`config.mk`:
```
export PLATFORM = sky130hd
export DESIGN_NAME = pinmux_top
export DESIGN_NICKNAME = d
export VERILOG_FILES = /design/src/source/pinmux_pad_pkg.sv /design/src/source/pinmux_reg_pkg.sv /design/src/source/glbl_reg.sv /design/src/source/gpio_reg.sv /design/src/source/pad_mux.sv /design/src/source/pinmux_top.sv /design/src/source/timer_reg.sv
export SDC_FILE = /design/constraint.sdc
export NUM_CORES = 1
export LEC_CHECK = 0
export BUFFER_PORTS_ARGS = -buffer_cell sky130_fd_sc_hd__buf_4
export CORE_ASPECT_RATIO = 0.8
export CORE_MARGIN = 2
export CORE_UTILIZATION = 60
export CTS_BUF_LIST = sky130_fd_sc_hd__clkbuf_8
export DETAILED_ROUTE_END_ITERATION = 8
export GPL_TIMING_DRIVEN = 0
export PLACE_DENSITY = 0.81
export SLEW_MARGIN = 20
export SYNTH_ARGS = -nofsm -noshare
export SYNTH_HDL_FRONTEND = slang
export SYNTH_SLANG_ARGS = --single-unit
```
`constraint.sdc`:
```
create_clock -name mclk_i -period 3.25 [get_ports mclk_i]
set_input_delay 0.325 -clock mclk_i [delete_from_list [all_inputs] [get_ports mclk_i]]
set_output_delay 0.325 -clock mclk_i [all_outputs]
set_load 0.02 [all_outputs]
```
`src/source/pinmux_pad_pkg.sv`:
```
`default_nettype none

package pinmux_pad_pkg;

   // Pads on the block boundary
   localparam int NUM_PADS = 16;

   // Timers, each with one waveform pad
   localparam int NUM_TIMERS = 2;

   // Flops in the pad input synchroniser
   localparam int PAD_SYNC_STAGES = 2;

   // Timer n lands on pad TMR_WAVE_PAD0 + n
   localparam int TMR_WAVE_PAD0 = 0;

endpackage

`default_nettype wire

```
`src/source/pinmux_reg_pkg.sv`:
```
`default_nettype none

package pinmux_reg_pkg;

   // Bus widths
   localparam int REG_DW  = 32;
   localparam int REG_AW  = 9;
   localparam int REG_BEW = 4;
   // Word offset, address bits 5 to 2
   localparam int REG_OW  = 4;

   // Block select on address bits 8 to 6
   localparam logic [2:0] SEL_GLBL  = 3'd0;
   localparam logic [2:0] SEL_GPIO  = 3'd1;
   localparam logic [2:0] SEL_TIMER = 3'd2;

   // Global block word offsets
   localparam logic [REG_OW-1:0] GLBL_INTR_STAT  = 4'd0;
   localparam logic [REG_OW-1:0] GLBL_INTR_MASK  = 4'd1;
   localparam logic [REG_OW-1:0] GLBL_MULTI_FUNC = 4'd2;
   localparam logic [REG_OW-1:0] GLBL_PRESCALE   = 4'd3;
   // GPIO level in bit 0, timer expiries above it
   localparam int GLBL_INTR_W = 3;

   // GPIO block word offsets
   localparam logic [REG_OW-1:0] GPIO_DIR       = 4'd0;
   localparam logic [REG_OW-1:0] GPIO_OUT       = 4'd1;
   localparam logic [REG_OW-1:0] GPIO_IN        = 4'd2;
   localparam logic [REG_OW-1:0] GPIO_INTR_STAT = 4'd3;
   localparam logic [REG_OW-1:0] GPIO_INTR_MASK = 4'd4;

   // Timer block word offsets
   localparam logic [REG_OW-1:0] TMR0_CFG = 4'd0;
   localparam logic [REG_OW-1:0] TMR1_CFG = 4'd1;
   localparam logic [REG_OW-1:0] TMR0_CNT = 4'd2;
   localparam logic [REG_OW-1:0] TMR1_CNT = 4'd3;
   // Reload in low bits, enable just above
   localparam int TMR_CNT_W = 16;

   // Byte enables spread to a bit mask
   function automatic logic [REG_DW-1:0] be_to_mask(input logic [REG_BEW-1:0] be);
      logic [REG_DW-1:0] mask;
      for (int b = 0; b < REG_BEW; b++) begin
         mask[b*8 +: 8] = {8{be[b]}};
      end
      return mask;
   endfunction

endpackage

`default_nettype wire

```
`src/source/glbl_reg.sv`:
```
`timescale 1ns/1ps
`default_nettype none

module glbl_reg
   import pinmux_reg_pkg::*, pinmux_pad_pkg::*;
(
   input  logic                  mclk_i,
   input  logic                  rst_n_i,

   input  logic                  reg_cs_i,
   input  logic                  reg_wr_i,
   input  logic [REG_OW-1:0]     reg_offs_i,
   input  logic [REG_DW-1:0]     reg_wdata_i,
   input  logic [REG_BEW-1:0]    reg_be_i,
   output logic [REG_DW-1:0]     reg_rdata_o,
   output logic                  reg_ack_o,

   input  logic                  gpio_intr_i,
   input  logic [NUM_TIMERS-1:0] timer_expire_i,
   output logic                  irq_o,
   output logic [NUM_TIMERS-1:0] multi_func_o,
   output logic [TMR_CNT_W-1:0]  prescale_o
);

   logic                   reg_wr_stb;
   logic                   reg_rd_stb;
   logic [REG_DW-1:0]      be_mask;
   logic [REG_DW-1:0]      rdata_nxt;
   logic [NUM_TIMERS-1:0]  tmr_stat_q;
   logic [NUM_TIMERS-1:0]  tmr_stat_clr;
   logic [GLBL_INTR_W-1:0] intr_stat;
   logic [GLBL_INTR_W-1:0] intr_mask_q;
   logic [NUM_TIMERS-1:0]  multi_func_q;
   logic [TMR_CNT_W-1:0]   prescale_q;

   // First cycle of chip select only
   assign reg_wr_stb = reg_cs_i & reg_wr_i & ~reg_ack_o;
   assign reg_rd_stb = reg_cs_i & ~reg_wr_i & ~reg_ack_o;
   assign be_mask    = be_to_mask(reg_be_i);

   // GPIO level is live, timer bits are sticky
   assign intr_stat = {tmr_stat_q, gpio_intr_i};

   // Write one to clear, timer bits only
   assign tmr_stat_clr = (reg_wr_stb && reg_offs_i == GLBL_INTR_STAT) ?
                         reg_wdata_i[GLBL_INTR_W-1:1] & be_mask[GLBL_INTR_W-1:1] : '0;

   // -------------------------------------------------------------------
   // Control registers and interrupt
   // -------------------------------------------------------------------
   always_ff @(posedge mclk_i) begin
      if (!rst_n_i) begin
         reg_ack_o    <= 1'b0;
         irq_o        <= 1'b0;
         tmr_stat_q   <= '0;
         intr_mask_q  <= '0;
         multi_func_q <= '0;
         prescale_q   <= '0;
      end else begin
         reg_ack_o  <= reg_cs_i & ~reg_ack_o;
         // New expiry beats a clear in the same cycle
         tmr_stat_q <= (tmr_stat_q & ~tmr_stat_clr) | timer_expire_i;
         irq_o      <= |(intr_stat & intr_mask_q);
         if (reg_wr_stb) begin
            case (reg_offs_i)
               GLBL_INTR_MASK:
                  intr_mask_q <= (intr_mask_q & ~be_mask[GLBL_INTR_W-1:0]) |
                                 (reg_wdata_i[GLBL_INTR_W-1:0] & be_mask[GLBL_INTR_W-1:0]);
               GLBL_MULTI_FUNC:
                  multi_func_q <= (multi_func_q & ~be_mask[NUM_TIMERS-1:0]) |
                                  (reg_wdata_i[NUM_TIMERS-1:0] & be_mask[NUM_TIMERS-1:0]);
               GLBL_PRESCALE:
                  prescale_q <= (prescale_q & ~be_mask[TMR_CNT_W-1:0]) |
                                (reg_wdata_i[TMR_CNT_W-1:0] & be_mask[TMR_CNT_W-1:0]);
               default: ;
            endcase
         end
      end
   end

   // Read mux
   always_comb begin
      case (reg_offs_i)
         GLBL_INTR_STAT:  rdata_nxt = REG_DW'(intr_stat);
         GLBL_INTR_MASK:  rdata_nxt = REG_DW'(intr_mask_q);
         GLBL_MULTI_FUNC: rdata_nxt = REG_DW'(multi_func_q);
         GLBL_PRESCALE:   rdata_nxt = REG_DW'(prescale_q);
         default:         rdata_nxt = '0;
      endcase
   end

   // Captured with the ack edge
   always_ff @(posedge mclk_i) begin
      if (reg_rd_stb) begin
         reg_rdata_o <= rdata_nxt;
      end
   end

   assign multi_func_o = multi_func_q;
   assign prescale_o   = prescale_q;

   a_ack_after_cs: assert property (@(posedge mclk_i) disable iff (!rst_n_i)
      reg_ack_o |-> $past(reg_cs_i) && !$past(reg_ack_o));

endmodule

`default_nettype wire

```
`src/source/gpio_reg.sv`:
```
`timescale 1ns/1ps
`default_nettype none

module gpio_reg
   import pinmux_reg_pkg::*, pinmux_pad_pkg::*;
(
   input  logic                mclk_i,
   input  logic                rst_n_i,

   input  logic                reg_cs_i,
   input  logic                reg_wr_i,
   input  logic [REG_OW-1:0]   reg_offs_i,
   input  logic [REG_DW-1:0]   reg_wdata_i,
   input  logic [REG_BEW-1:0]  reg_be_i,
   output logic [REG_DW-1:0]   reg_rdata_o,
   output logic                reg_ack_o,

   input  logic [NUM_PADS-1:0] pad_sync_i,
   output logic [NUM_PADS-1:0] gpio_dir_o,
   output logic [NUM_PADS-1:0] gpio_out_o,
   output logic                gpio_intr_o
);

   logic                reg_wr_stb;
   logic                reg_rd_stb;
   logic [REG_DW-1:0]   be_mask;
   logic [NUM_PADS-1:0] wmask;
   logic [NUM_PADS-1:0] wdata;
   logic [REG_DW-1:0]   rdata_nxt;
   logic [NUM_PADS-1:0] dir_q;
   logic [NUM_PADS-1:0] out_q;
   logic [NUM_PADS-1:0] stat_q;
   logic [NUM_PADS-1:0] mask_q;
   logic [NUM_PADS-1:0] pad_prev_q;
   logic [NUM_PADS-1:0] pad_rise;
   logic [NUM_PADS-1:0] stat_clr;

   assign reg_wr_stb = reg_cs_i & reg_wr_i & ~reg_ack_o;
   assign reg_rd_stb = reg_cs_i & ~reg_wr_i & ~reg_ack_o;
   assign be_mask    = be_to_mask(reg_be_i);

   // Only the low bytes map onto pads
   assign wmask = be_mask[NUM_PADS-1:0];
   assign wdata = reg_wdata_i[NUM_PADS-1:0];

   // Rising edge against last sample, every pad
   assign pad_rise = pad_sync_i & ~pad_prev_q;

   assign stat_clr = (reg_wr_stb && reg_offs_i == GPIO_INTR_STAT) ? wdata & wmask : '0;

   // -------------------------------------------------------------------
   // Registers and edge capture
   // -------------------------------------------------------------------
   always_ff @(posedge mclk_i) begin
      if (!rst_n_i) begin
         reg_ack_o  <= 1'b0;
         dir_q      <= '0;
         out_q      <= '0;
         stat_q     <= '0;
         mask_q     <= '0;
         pad_prev_q <= '0;
      end else begin
         reg_ack_o  <= reg_cs_i & ~reg_ack_o;
         pad_prev_q <= pad_sync_i;
         // set wins over clear
         stat_q     <= (stat_q & ~stat_clr) | pad_rise;
         if (reg_wr_stb) begin
            case (reg_offs_i)
               GPIO_DIR:       dir_q  <= (dir_q & ~wmask) | (wdata & wmask);
               GPIO_OUT:       out_q  <= (out_q & ~wmask) | (wdata & wmask);
               GPIO_INTR_MASK: mask_q <= (mask_q & ~wmask) | (wdata & wmask);
               // Input and status handled elsewhere
               default: ;
            endcase
         end
      end
   end

   // Read mux
   always_comb begin
      case (reg_offs_i)
         GPIO_DIR:       rdata_nxt = REG_DW'(dir_q);
         GPIO_OUT:       rdata_nxt = REG_DW'(out_q);
         GPIO_IN:        rdata_nxt = REG_DW'(pad_sync_i);
         GPIO_INTR_STAT: rdata_nxt = REG_DW'(stat_q);
         GPIO_INTR_MASK: rdata_nxt = REG_DW'(mask_q);
         default:        rdata_nxt = '0;
      endcase
   end

   always_ff @(posedge mclk_i) begin
      if (reg_rd_stb) begin
         reg_rdata_o <= rdata_nxt;
      end
   end

   assign gpio_dir_o  = dir_q;
   assign gpio_out_o  = out_q;
   // Level, held until software clears status
   assign gpio_intr_o = |(stat_q & mask_q);

endmodule

`default_nettype wire

```
`src/source/pad_mux.sv`:
```
`timescale 1ns/1ps
`default_nettype none

module pad_mux
   import pinmux_pad_pkg::*;
(
   input  logic                  mclk_i,
   input  logic                  rst_n_i,

   input  logic [NUM_PADS-1:0]   pad_in_i,
   input  logic [NUM_PADS-1:0]   gpio_dir_i,
   input  logic [NUM_PADS-1:0]   gpio_out_i,
   input  logic [NUM_TIMERS-1:0] multi_func_i,
   input  logic [NUM_TIMERS-1:0] timer_wave_i,

   output logic [NUM_PADS-1:0]   pad_out_o,
   output logic [NUM_PADS-1:0]   pad_oen_o,
   output logic [NUM_PADS-1:0]   pad_sync_o
);

   logic [PAD_SYNC_STAGES-1:0][NUM_PADS-1:0] sync_q;

   // -------------------------------------------------------------------
   // Output side
   // -------------------------------------------------------------------
   always_comb begin
      // GPIO by default, dir 1 drives the pad
      pad_out_o = gpio_out_i;
      pad_oen_o = ~gpio_dir_i;
      // Timer function overrides its own pad
      for (int t = 0; t < NUM_TIMERS; t++) begin
         if (multi_func_i[t]) begin
            pad_out_o[TMR_WAVE_PAD0 + t] = timer_wave_i[t];
            pad_oen_o[TMR_WAVE_PAD0 + t] = 1'b0;
         end
      end
   end

   // Input synchroniser
   always_ff @(posedge mclk_i) begin
      if (!rst_n_i) begin
         sync_q <= '0;
      end else begin
         sync_q[0] <= pad_in_i;
         for (int s = 1; s < PAD_SYNC_STAGES; s++) begin
            sync_q[s] <= sync_q[s-1];
         end
      end
   end

   assign pad_sync_o = sync_q[PAD_SYNC_STAGES-1];

endmodule

`default_nettype wire

```
`src/source/pinmux_top.sv`:
```
`timescale 1ns/1ps
`default_nettype none

module pinmux_top
   import pinmux_reg_pkg::*, pinmux_pad_pkg::*;
(
   input  logic                mclk_i,
   input  logic                rst_n_i,

   // Register bus
   input  logic                reg_cs_i,
   input  logic                reg_wr_i,
   input  logic [REG_AW-1:0]   reg_addr_i,
   input  logic [REG_DW-1:0]   reg_wdata_i,
   input  logic [REG_BEW-1:0]  reg_be_i,
   output logic [REG_DW-1:0]   reg_rdata_o,
   output logic                reg_ack_o,

   output logic                irq_o,

   // Pads
   input  logic [NUM_PADS-1:0] pad_in_i,
   output logic [NUM_PADS-1:0] pad_out_o,
   output logic [NUM_PADS-1:0] pad_oen_o
);

   logic [2:0]             blk_sel;
   logic [REG_OW-1:0]      reg_offs;

   // Per block chip select and response
   logic                   glbl_cs;
   logic                   gpio_cs;
   logic                   timer_cs;
   logic [REG_DW-1:0]      glbl_rdata;
   logic [REG_DW-1:0]      gpio_rdata;
   logic [REG_DW-1:0]      timer_rdata;
   logic                   glbl_ack;
   logic                   gpio_ack;
   logic                   timer_ack;

   // Sideband between blocks
   logic                   gpio_intr;
   logic [NUM_TIMERS-1:0]  timer_expire;
   logic [NUM_TIMERS-1:0]  timer_wave;
   logic [NUM_TIMERS-1:0]  multi_func;
   logic [TMR_CNT_W-1:0]   prescale;
   logic [NUM_PADS-1:0]    gpio_dir;
   logic [NUM_PADS-1:0]    gpio_out;
   logic [NUM_PADS-1:0]    pad_sync;

   // -------------------------------------------------------------------
   // Block decode and response path
   // -------------------------------------------------------------------
   assign blk_sel  = reg_addr_i[8:6];
   assign reg_offs = reg_addr_i[5:2];

   assign glbl_cs  = reg_cs_i & (blk_sel == SEL_GLBL);
   assign gpio_cs  = reg_cs_i & (blk_sel == SEL_GPIO);
   assign timer_cs = reg_cs_i & (blk_sel == SEL_TIMER);

   // Unmapped selects stay silent, no ack ever
   always_comb begin
      case (blk_sel)
         SEL_GLBL: begin
            reg_rdata_o = glbl_rdata;
            reg_ack_o   = glbl_ack;
         end
         SEL_GPIO: begin
            reg_rdata_o = gpio_rdata;
            reg_ack_o   = gpio_ack;
         end
         SEL_TIMER: begin
            reg_rdata_o = timer_rdata;
            reg_ack_o   = timer_ack;
         end
         default: begin
            reg_rdata_o = '0;
            reg_ack_o   = 1'b0;
         end
      endcase
   end

   // -------------------------------------------------------------------
   // Register blocks
   // -------------------------------------------------------------------
   glbl_reg u_glbl_reg (
      .mclk_i         (mclk_i),
      .rst_n_i        (rst_n_i),
      .reg_cs_i       (glbl_cs),
      .reg_wr_i       (reg_wr_i),
      .reg_offs_i     (reg_offs),
      .reg_wdata_i    (reg_wdata_i),
      .reg_be_i       (reg_be_i),
      .reg_rdata_o    (glbl_rdata),
      .reg_ack_o      (glbl_ack),
      .gpio_intr_i    (gpio_intr),
      .timer_expire_i (timer_expire),
      .irq_o          (irq_o),
      .multi_func_o   (multi_func),
      .prescale_o     (prescale)
   );

   gpio_reg u_gpio_reg (
      .mclk_i         (mclk_i),
      .rst_n_i        (rst_n_i),
      .reg_cs_i       (gpio_cs),
      .reg_wr_i       (reg_wr_i),
      .reg_offs_i     (reg_offs),
      .reg_wdata_i    (reg_wdata_i),
      .reg_be_i       (reg_be_i),
      .reg_rdata_o    (gpio_rdata),
      .reg_ack_o      (gpio_ack),
      .pad_sync_i     (pad_sync),
      .gpio_dir_o     (gpio_dir),
      .gpio_out_o     (gpio_out),
      .gpio_intr_o    (gpio_intr)
   );

   timer_reg u_timer_reg (
      .mclk_i         (mclk_i),
      .rst_n_i        (rst_n_i),
      .reg_cs_i       (timer_cs),
      .reg_wr_i       (reg_wr_i),
      .reg_offs_i     (reg_offs),
      .reg_wdata_i    (reg_wdata_i),
      .reg_be_i       (reg_be_i),
      .reg_rdata_o    (timer_rdata),
      .reg_ack_o      (timer_ack),
      .prescale_i     (prescale),
      .timer_expire_o (timer_expire),
      .timer_wave_o   (timer_wave)
   );

   // Pad side
   pad_mux u_pad_mux (
      .mclk_i         (mclk_i),
      .rst_n_i        (rst_n_i),
      .pad_in_i       (pad_in_i),
      .gpio_dir_i     (gpio_dir),
      .gpio_out_i     (gpio_out),
      .multi_func_i   (multi_func),
      .timer_wave_i   (timer_wave),
      .pad_out_o      (pad_out_o),
      .pad_oen_o      (pad_oen_o),
      .pad_sync_o     (pad_sync)
   );

   // Blocks never answer together
   a_one_ack: assert property (@(posedge mclk_i) disable iff (!rst_n_i)
      $onehot0({glbl_ack, gpio_ack, timer_ack}));

endmodule

`default_nettype wire

```
`src/source/timer_reg.sv`:
```
`timescale 1ns/1ps
`default_nettype none

module timer_reg
   import pinmux_reg_pkg::*, pinmux_pad_pkg::*;
(
   input  logic                  mclk_i,
   input  logic                  rst_n_i,

   input  logic                  reg_cs_i,
   input  logic                  reg_wr_i,
   input  logic [REG_OW-1:0]     reg_offs_i,
   input  logic [REG_DW-1:0]     reg_wdata_i,
   input  logic [REG_BEW-1:0]    reg_be_i,
   output logic [REG_DW-1:0]     reg_rdata_o,
   output logic                  reg_ack_o,

   input  logic [TMR_CNT_W-1:0]  prescale_i,
   output logic [NUM_TIMERS-1:0] timer_expire_o,
   output logic [NUM_TIMERS-1:0] timer_wave_o
);

   logic                                 reg_wr_stb;
   logic                                 reg_rd_stb;
   logic [REG_DW-1:0]                    be_mask;
   logic [TMR_CNT_W:0]                   wmask;
   logic [REG_DW-1:0]                    rdata_nxt;
   // Enable on top, reload below
   logic [NUM_TIMERS-1:0][TMR_CNT_W:0]   cfg_q;
   logic [NUM_TIMERS-1:0][TMR_CNT_W-1:0] cnt_q;
   logic [NUM_TIMERS-1:0]                tmr_en;
   logic [NUM_TIMERS-1:0]                expire_nxt;
   logic [TMR_CNT_W-1:0]                 psc_cnt_q;
   logic                                 tick;

   assign reg_wr_stb = reg_cs_i & reg_wr_i & ~reg_ack_o;
   assign reg_rd_stb = reg_cs_i & ~reg_wr_i & ~reg_ack_o;
   assign be_mask    = be_to_mask(reg_be_i);
   assign wmask      = be_mask[TMR_CNT_W:0];

   // Shared tick, every prescale + 1 clocks
   // >= covers prescale shrinking under a running count
   assign tick = (psc_cnt_q >= prescale_i);

   always_comb begin
      for (int i = 0; i < NUM_TIMERS; i++) begin
         tmr_en[i]     = cfg_q[i][TMR_CNT_W];
         expire_nxt[i] = tmr_en[i] & tick & (cnt_q[i] == '0);
      end
   end

   // -------------------------------------------------------------------
   // Config, prescaler and counters
   // -------------------------------------------------------------------
   always_ff @(posedge mclk_i) begin
      if (!rst_n_i) begin
         reg_ack_o      <= 1'b0;
         cfg_q          <= '0;
         cnt_q          <= '0;
         psc_cnt_q      <= '0;
         timer_expire_o <= '0;
         timer_wave_o   <= '0;
      end else begin
         reg_ack_o <= reg_cs_i & ~reg_ack_o;
         psc_cnt_q <= tick ? '0 : psc_cnt_q + 1'b1;
         if (reg_wr_stb && reg_offs_i == TMR0_CFG) begin
            cfg_q[0] <= (cfg_q[0] & ~wmask) | (reg_wdata_i[TMR_CNT_W:0] & wmask);
         end
         if (reg_wr_stb && reg_offs_i == TMR1_CFG) begin
            cfg_q[1] <= (cfg_q[1] & ~wmask) | (reg_wdata_i[TMR_CNT_W:0] & wmask);
         end
         for (int i = 0; i < NUM_TIMERS; i++) begin
            // Disabled timer parks at zero
            if (!tmr_en[i]) begin
               cnt_q[i] <= '0;
            end else if (tick) begin
               cnt_q[i] <= (cnt_q[i] == '0) ? cfg_q[i][TMR_CNT_W-1:0] : cnt_q[i] - 1'b1;
            end
         end
         timer_expire_o <= expire_nxt;
         timer_wave_o   <= timer_wave_o ^ expire_nxt;
      end
   end

   // Read mux, counts are read only
   always_comb begin
      case (reg_offs_i)
         TMR0_CFG: rdata_nxt = REG_DW'(cfg_q[0]);
         TMR1_CFG: rdata_nxt = REG_DW'(cfg_q[1]);
         TMR0_CNT: rdata_nxt = REG_DW'(cnt_q[0]);
         TMR1_CNT: rdata_nxt = REG_DW'(cnt_q[1]);
         default:  rdata_nxt = '0;
      endcase
   end

   always_ff @(posedge mclk_i) begin
      if (reg_rd_stb) begin
         reg_rdata_o <= rdata_nxt;
      end
   end

   for (genvar i = 0; i < NUM_TIMERS; i++) begin : g_tmr_chk
      a_no_expire_off: assert property (@(posedge mclk_i) disable iff (!rst_n_i)
         timer_expire_o[i] |-> $past(tmr_en[i]));
   end

endmodule

`default_nettype wire

```
==> run summary <==
Status: finished, final reports clean
# IOs: 131
Top post-synthesis cells by area: dfxtp_1 (36%), edfxtp_1 (12%), mux2i_1 (6.5%), nand2_1 (4.3%), nor2b_1 (4.0%)
H-tree Lvls: 2
Netlist cell types: 66
Critical Path Start Type: flop
Post-route cell area: 14900 um2
Vias per std cell: 6.16
Fin. max-slew vios: 0
Tcrit/Tclk final: 0.953
Tmin final: 3100 ps
Root buf cell: clkbuf_8
Synth Flop Type: dfxtp_1
Number of I/O port buffers: 89
Clock share of power: 0.454
Cell taking the most area after synthesis: dfxtp_1
Largest net degree at the start of global routing: 17
Drt pass-1 iters: 7
Crit path kind: flop to flop
Internal power: 5410 uW
DPL Wire Length: 28.7 mm
Global-route wire length before repair: 59.5 mm
Final Hold Viols: 0
Vias: 11216
Core area: 20700 um2
Drt wl/cell: 21.6 um
Combinational group share of total power: 0.050
RSZ-0062 raised after global routing: no
Layout area overhead: 17.5%
DRT antenna net count: 0
GRT Util Overall: 0.346
Number of antenna violations at the first check in global routing: 0
Finished Core Util: 0.718
Pleak: 0.00575 uW
Ys async rst share: 0
Yosys top cell area share: 0.356
Layout cell share with drive strength beyond 1: 0.149
GPL Wtd Cong: 0.988
Worst-skew pair later-pin latency: 570 ps
Drt initial violations: 1704
Placed inst area: 13700 um2
Pwr/cell area: 474 nW/um2
Reg power frac: 0.497
CTS sink cnt: 274
Initial Utilization: 0.612
Clock buffer depth: 3
FMAX: 323 MHz
Multi-input combinational cell area: 6040 um2
Routed wire length: 39.3 mm
Sequential area share after synthesis: 0.472
CTS clock-pin slew for the worst setup and hold paths: 60 ps
Ys Warns: 0
Setup violations, final: 0
CTS Buf Count: 43
Worst EP required: 3720 ps
Sw Ratio: 0.233
Fin nets: 1603
Vias in the first global route: 10328
Worst vdd ir: 375 uV
Clock Skews: 15.3 ps
Crit path DAT: 3570 ps
Synth Register Bits: 274
Fill cells: 1581
Worst slew margin: 0.283
Maxcap violations: 0
Total global routing overflow: 0
Die width: 166 um
Die ar.: 22300 um2
Crit Path Max Fanout: 10
Die Ht: 134 um
Worst Tran Pin Value: 1070 ps
Synthesized instance count: 1351
Mapped Area: 12700 um2
Worst Hold Class: primary input to flop
Cell Rows: 47
Post-synth EDFFs: 49
Register area: 5980 um2
Crit end category: flop
ANT cells: 0
Mean Syn Cell Area: 9.37 um2
CTS tree: done
NetSw: 1650 uW
Residual DRC: 0
==> power by group through the flow <==
| stage | Combinational (uW) | Sequential [uW] | Clock [uW] |
|---|---|---|---|
| floorplan | 182 | 3570 | 0 |
| global placement | 313 | 3580 | 0 |
| detailed placement | 321 | 3580 | 0 |
| CTS | 338 | 3500 | 3190 |
| global route | 367 | 3510 | 3330 |
| finish | 349 | 3500 | 3200 |
==> cell families (layout without fill, tap and decap cells) <==
logic type | after synthesis | in the layout | synth area share
AND/OR/NAND/NOR | 540 | 540 | 0.221
other | 1 | 15 | 0.000296
multiplexers | 84 | 84 | 0.0666
buffers and inverters | 153 | 340 | 0.0573
XOR/XNOR | 16 | 16 | 0.0111
flip-flops | 274 | 274 | 0.472
AO/OA/AOI/OAI | 262 | 262 | 0.151
adder cells (fa/ha/maj) | 21 | 21 | 0.0208
==> worst paths after layout <==
path	end	slack [ps]	depth (start not counted)	startpoint
worst max-delay path	u_timer_reg.cnt_q[9]$_SDFFE_PN0P_	150	11	u_timer_reg.psc_cnt_q[0]$_SDFF_PP0_
worst min-delay path	flop	50	3	reg_wdata_i[16]
worst max register to register	u_timer_reg.cnt_q[9]$_SDFFE_PN0P_	150	11	u_timer_reg.psc_cnt_q[0]$_SDFF_PP0_
worst min register to register	u_pad_mux.pad_sync_o[9]$_SDFF_PN0_	430	1	u_pad_mux.sync_q[9]$_SDFF_PN0_
==> critical path, cell delays in order, from the launching register on <==
cell and delay [ps]:
dfxtp_1 450, inv_1 80, ha_1 260, nand2b_1 140
a2111o_1 420, a32oi_2 330, and3_1 200, buf_2 270
clkbuf_4 310, buf_2 300, o211ai_1 150, o31ai_1 100
==> layout by cell type, fill, tap and decap left out, types with 6 or more instances in the layout <==
| cell | synthesis | routed |
|---|---|---|
| a21boi_0 | 61 | 61 |
| a21oi_1 | 60 | 60 |
| a222oi_1 | 36 | 36 |
| a22oi_1 | 16 | 16 |
| and2_1 | 57 | 57 |
| and3_1 | 10 | 10 |
| buf_1 | 6 | 6 |
| buf_2 | 13 | 14 |
| buf_4 | 30 | 119 |
| clkbuf_1 | 60 | 60 |
| clkbuf_8 | 0 | 56 |
| conb_1 | 1 | 15 |
| dfxtp_1 | 225 | 225 |
| dlygate4sd3_1 | 0 | 16 |
| edfxtp_1 | 49 | 49 |
| ha_1 | 21 | 21 |
| inv_1 | 41 | 55 |
| mux2i_1 | 82 | 82 |
| nand2_1 | 146 | 146 |
| nand2b_1 | 9 | 9 |
| nand3_1 | 60 | 60 |
| nand3b_1 | 6 | 6 |
| nor2_1 | 95 | 95 |
| nor2_2 | 7 | 7 |
| nor2b_1 | 81 | 79 |
| nor3_1 | 17 | 17 |
| nor4_1 | 12 | 11 |
| o21a_1 | 16 | 16 |
| o21ai_0 | 18 | 18 |
| o31ai_1 | 7 | 7 |
| o32ai_1 | 12 | 12 |
| or4_1 | 9 | 9 |
| xor2_1 | 13 | 13 |
==> what timing repair did <==
item,in CTS,in global routing
resized for setup,0,2
endpoints found under the hold margin,16,0
setup buffers,0,0
endpoints found under the setup margin,0,16
hold buffers,16,0
==> synth_stat cells, types with 10 or more instances <==
| master | n |
|---|---|
| o21a_1 | 16 |
| and2_1 | 57 |
| buf_4 | 30 |
| mux2i_1 | 82 |
| nand3_1 | 60 |
| nor4_1 | 12 |
| a21oi_1 | 60 |
| edfxtp_1 | 49 |
| and3_1 | 10 |
| o32ai_1 | 12 |
| xor2_1 | 13 |
| buf_2 | 13 |
| a22oi_1 | 16 |
| nand2_1 | 146 |
| dfxtp_1 | 225 |
| inv_1 | 41 |
| a21boi_0 | 61 |
| a222oi_1 | 36 |
| o21ai_0 | 18 |
| nor2_1 | 95 |
| clkbuf_1 | 60 |
| nor2b_1 | 81 |
| ha_1 | 21 |
| nor3_1 | 17 |
==> stage by stage <==
step / hold WS [ps] / std cells / setup TNS, ps / power [uW] / setup WS, ps
final: 54.8 / 1821 / 0 / 7050 / 154
after global routing: 86.7 / 1821 / 0 / 7210 / 1.29
after CTS: 43.5 / 1821 / 0 / 7040 / 126
after detailed placement: 419 / 1725 / 0 / 3900 / 162
after global placement: 416 / 1723 / -11020 / 3890 / -649
after floorplan: 412 / 1365 / 0 / 3750 / 429
==> routing by layer <==
layer / GRT usage / wire length, um / up-vias
li1: - / - / 5089
met1: 0.511 / 16700 / 5296
met2: 0.498 / 16100 / 732
met3: 0.0865 / 5310 / 99
met4: 0.109 / 1090 / 0
met5: 0 / 0 / -
==> area by class of cell <==
cell class	instances	share of cell area
Sequential cell	274	0.402
Tap cell	269	0.0226
Clock buffer	56	0.0518
Timing Repair Buffer	107	0.0564
Multi-Input combinational cell	938	0.406
Clock inverter	24	0.0122
Inverter	41	0.0103
Buffer	112	0.0386
Power figures use the tool's default switching activity.
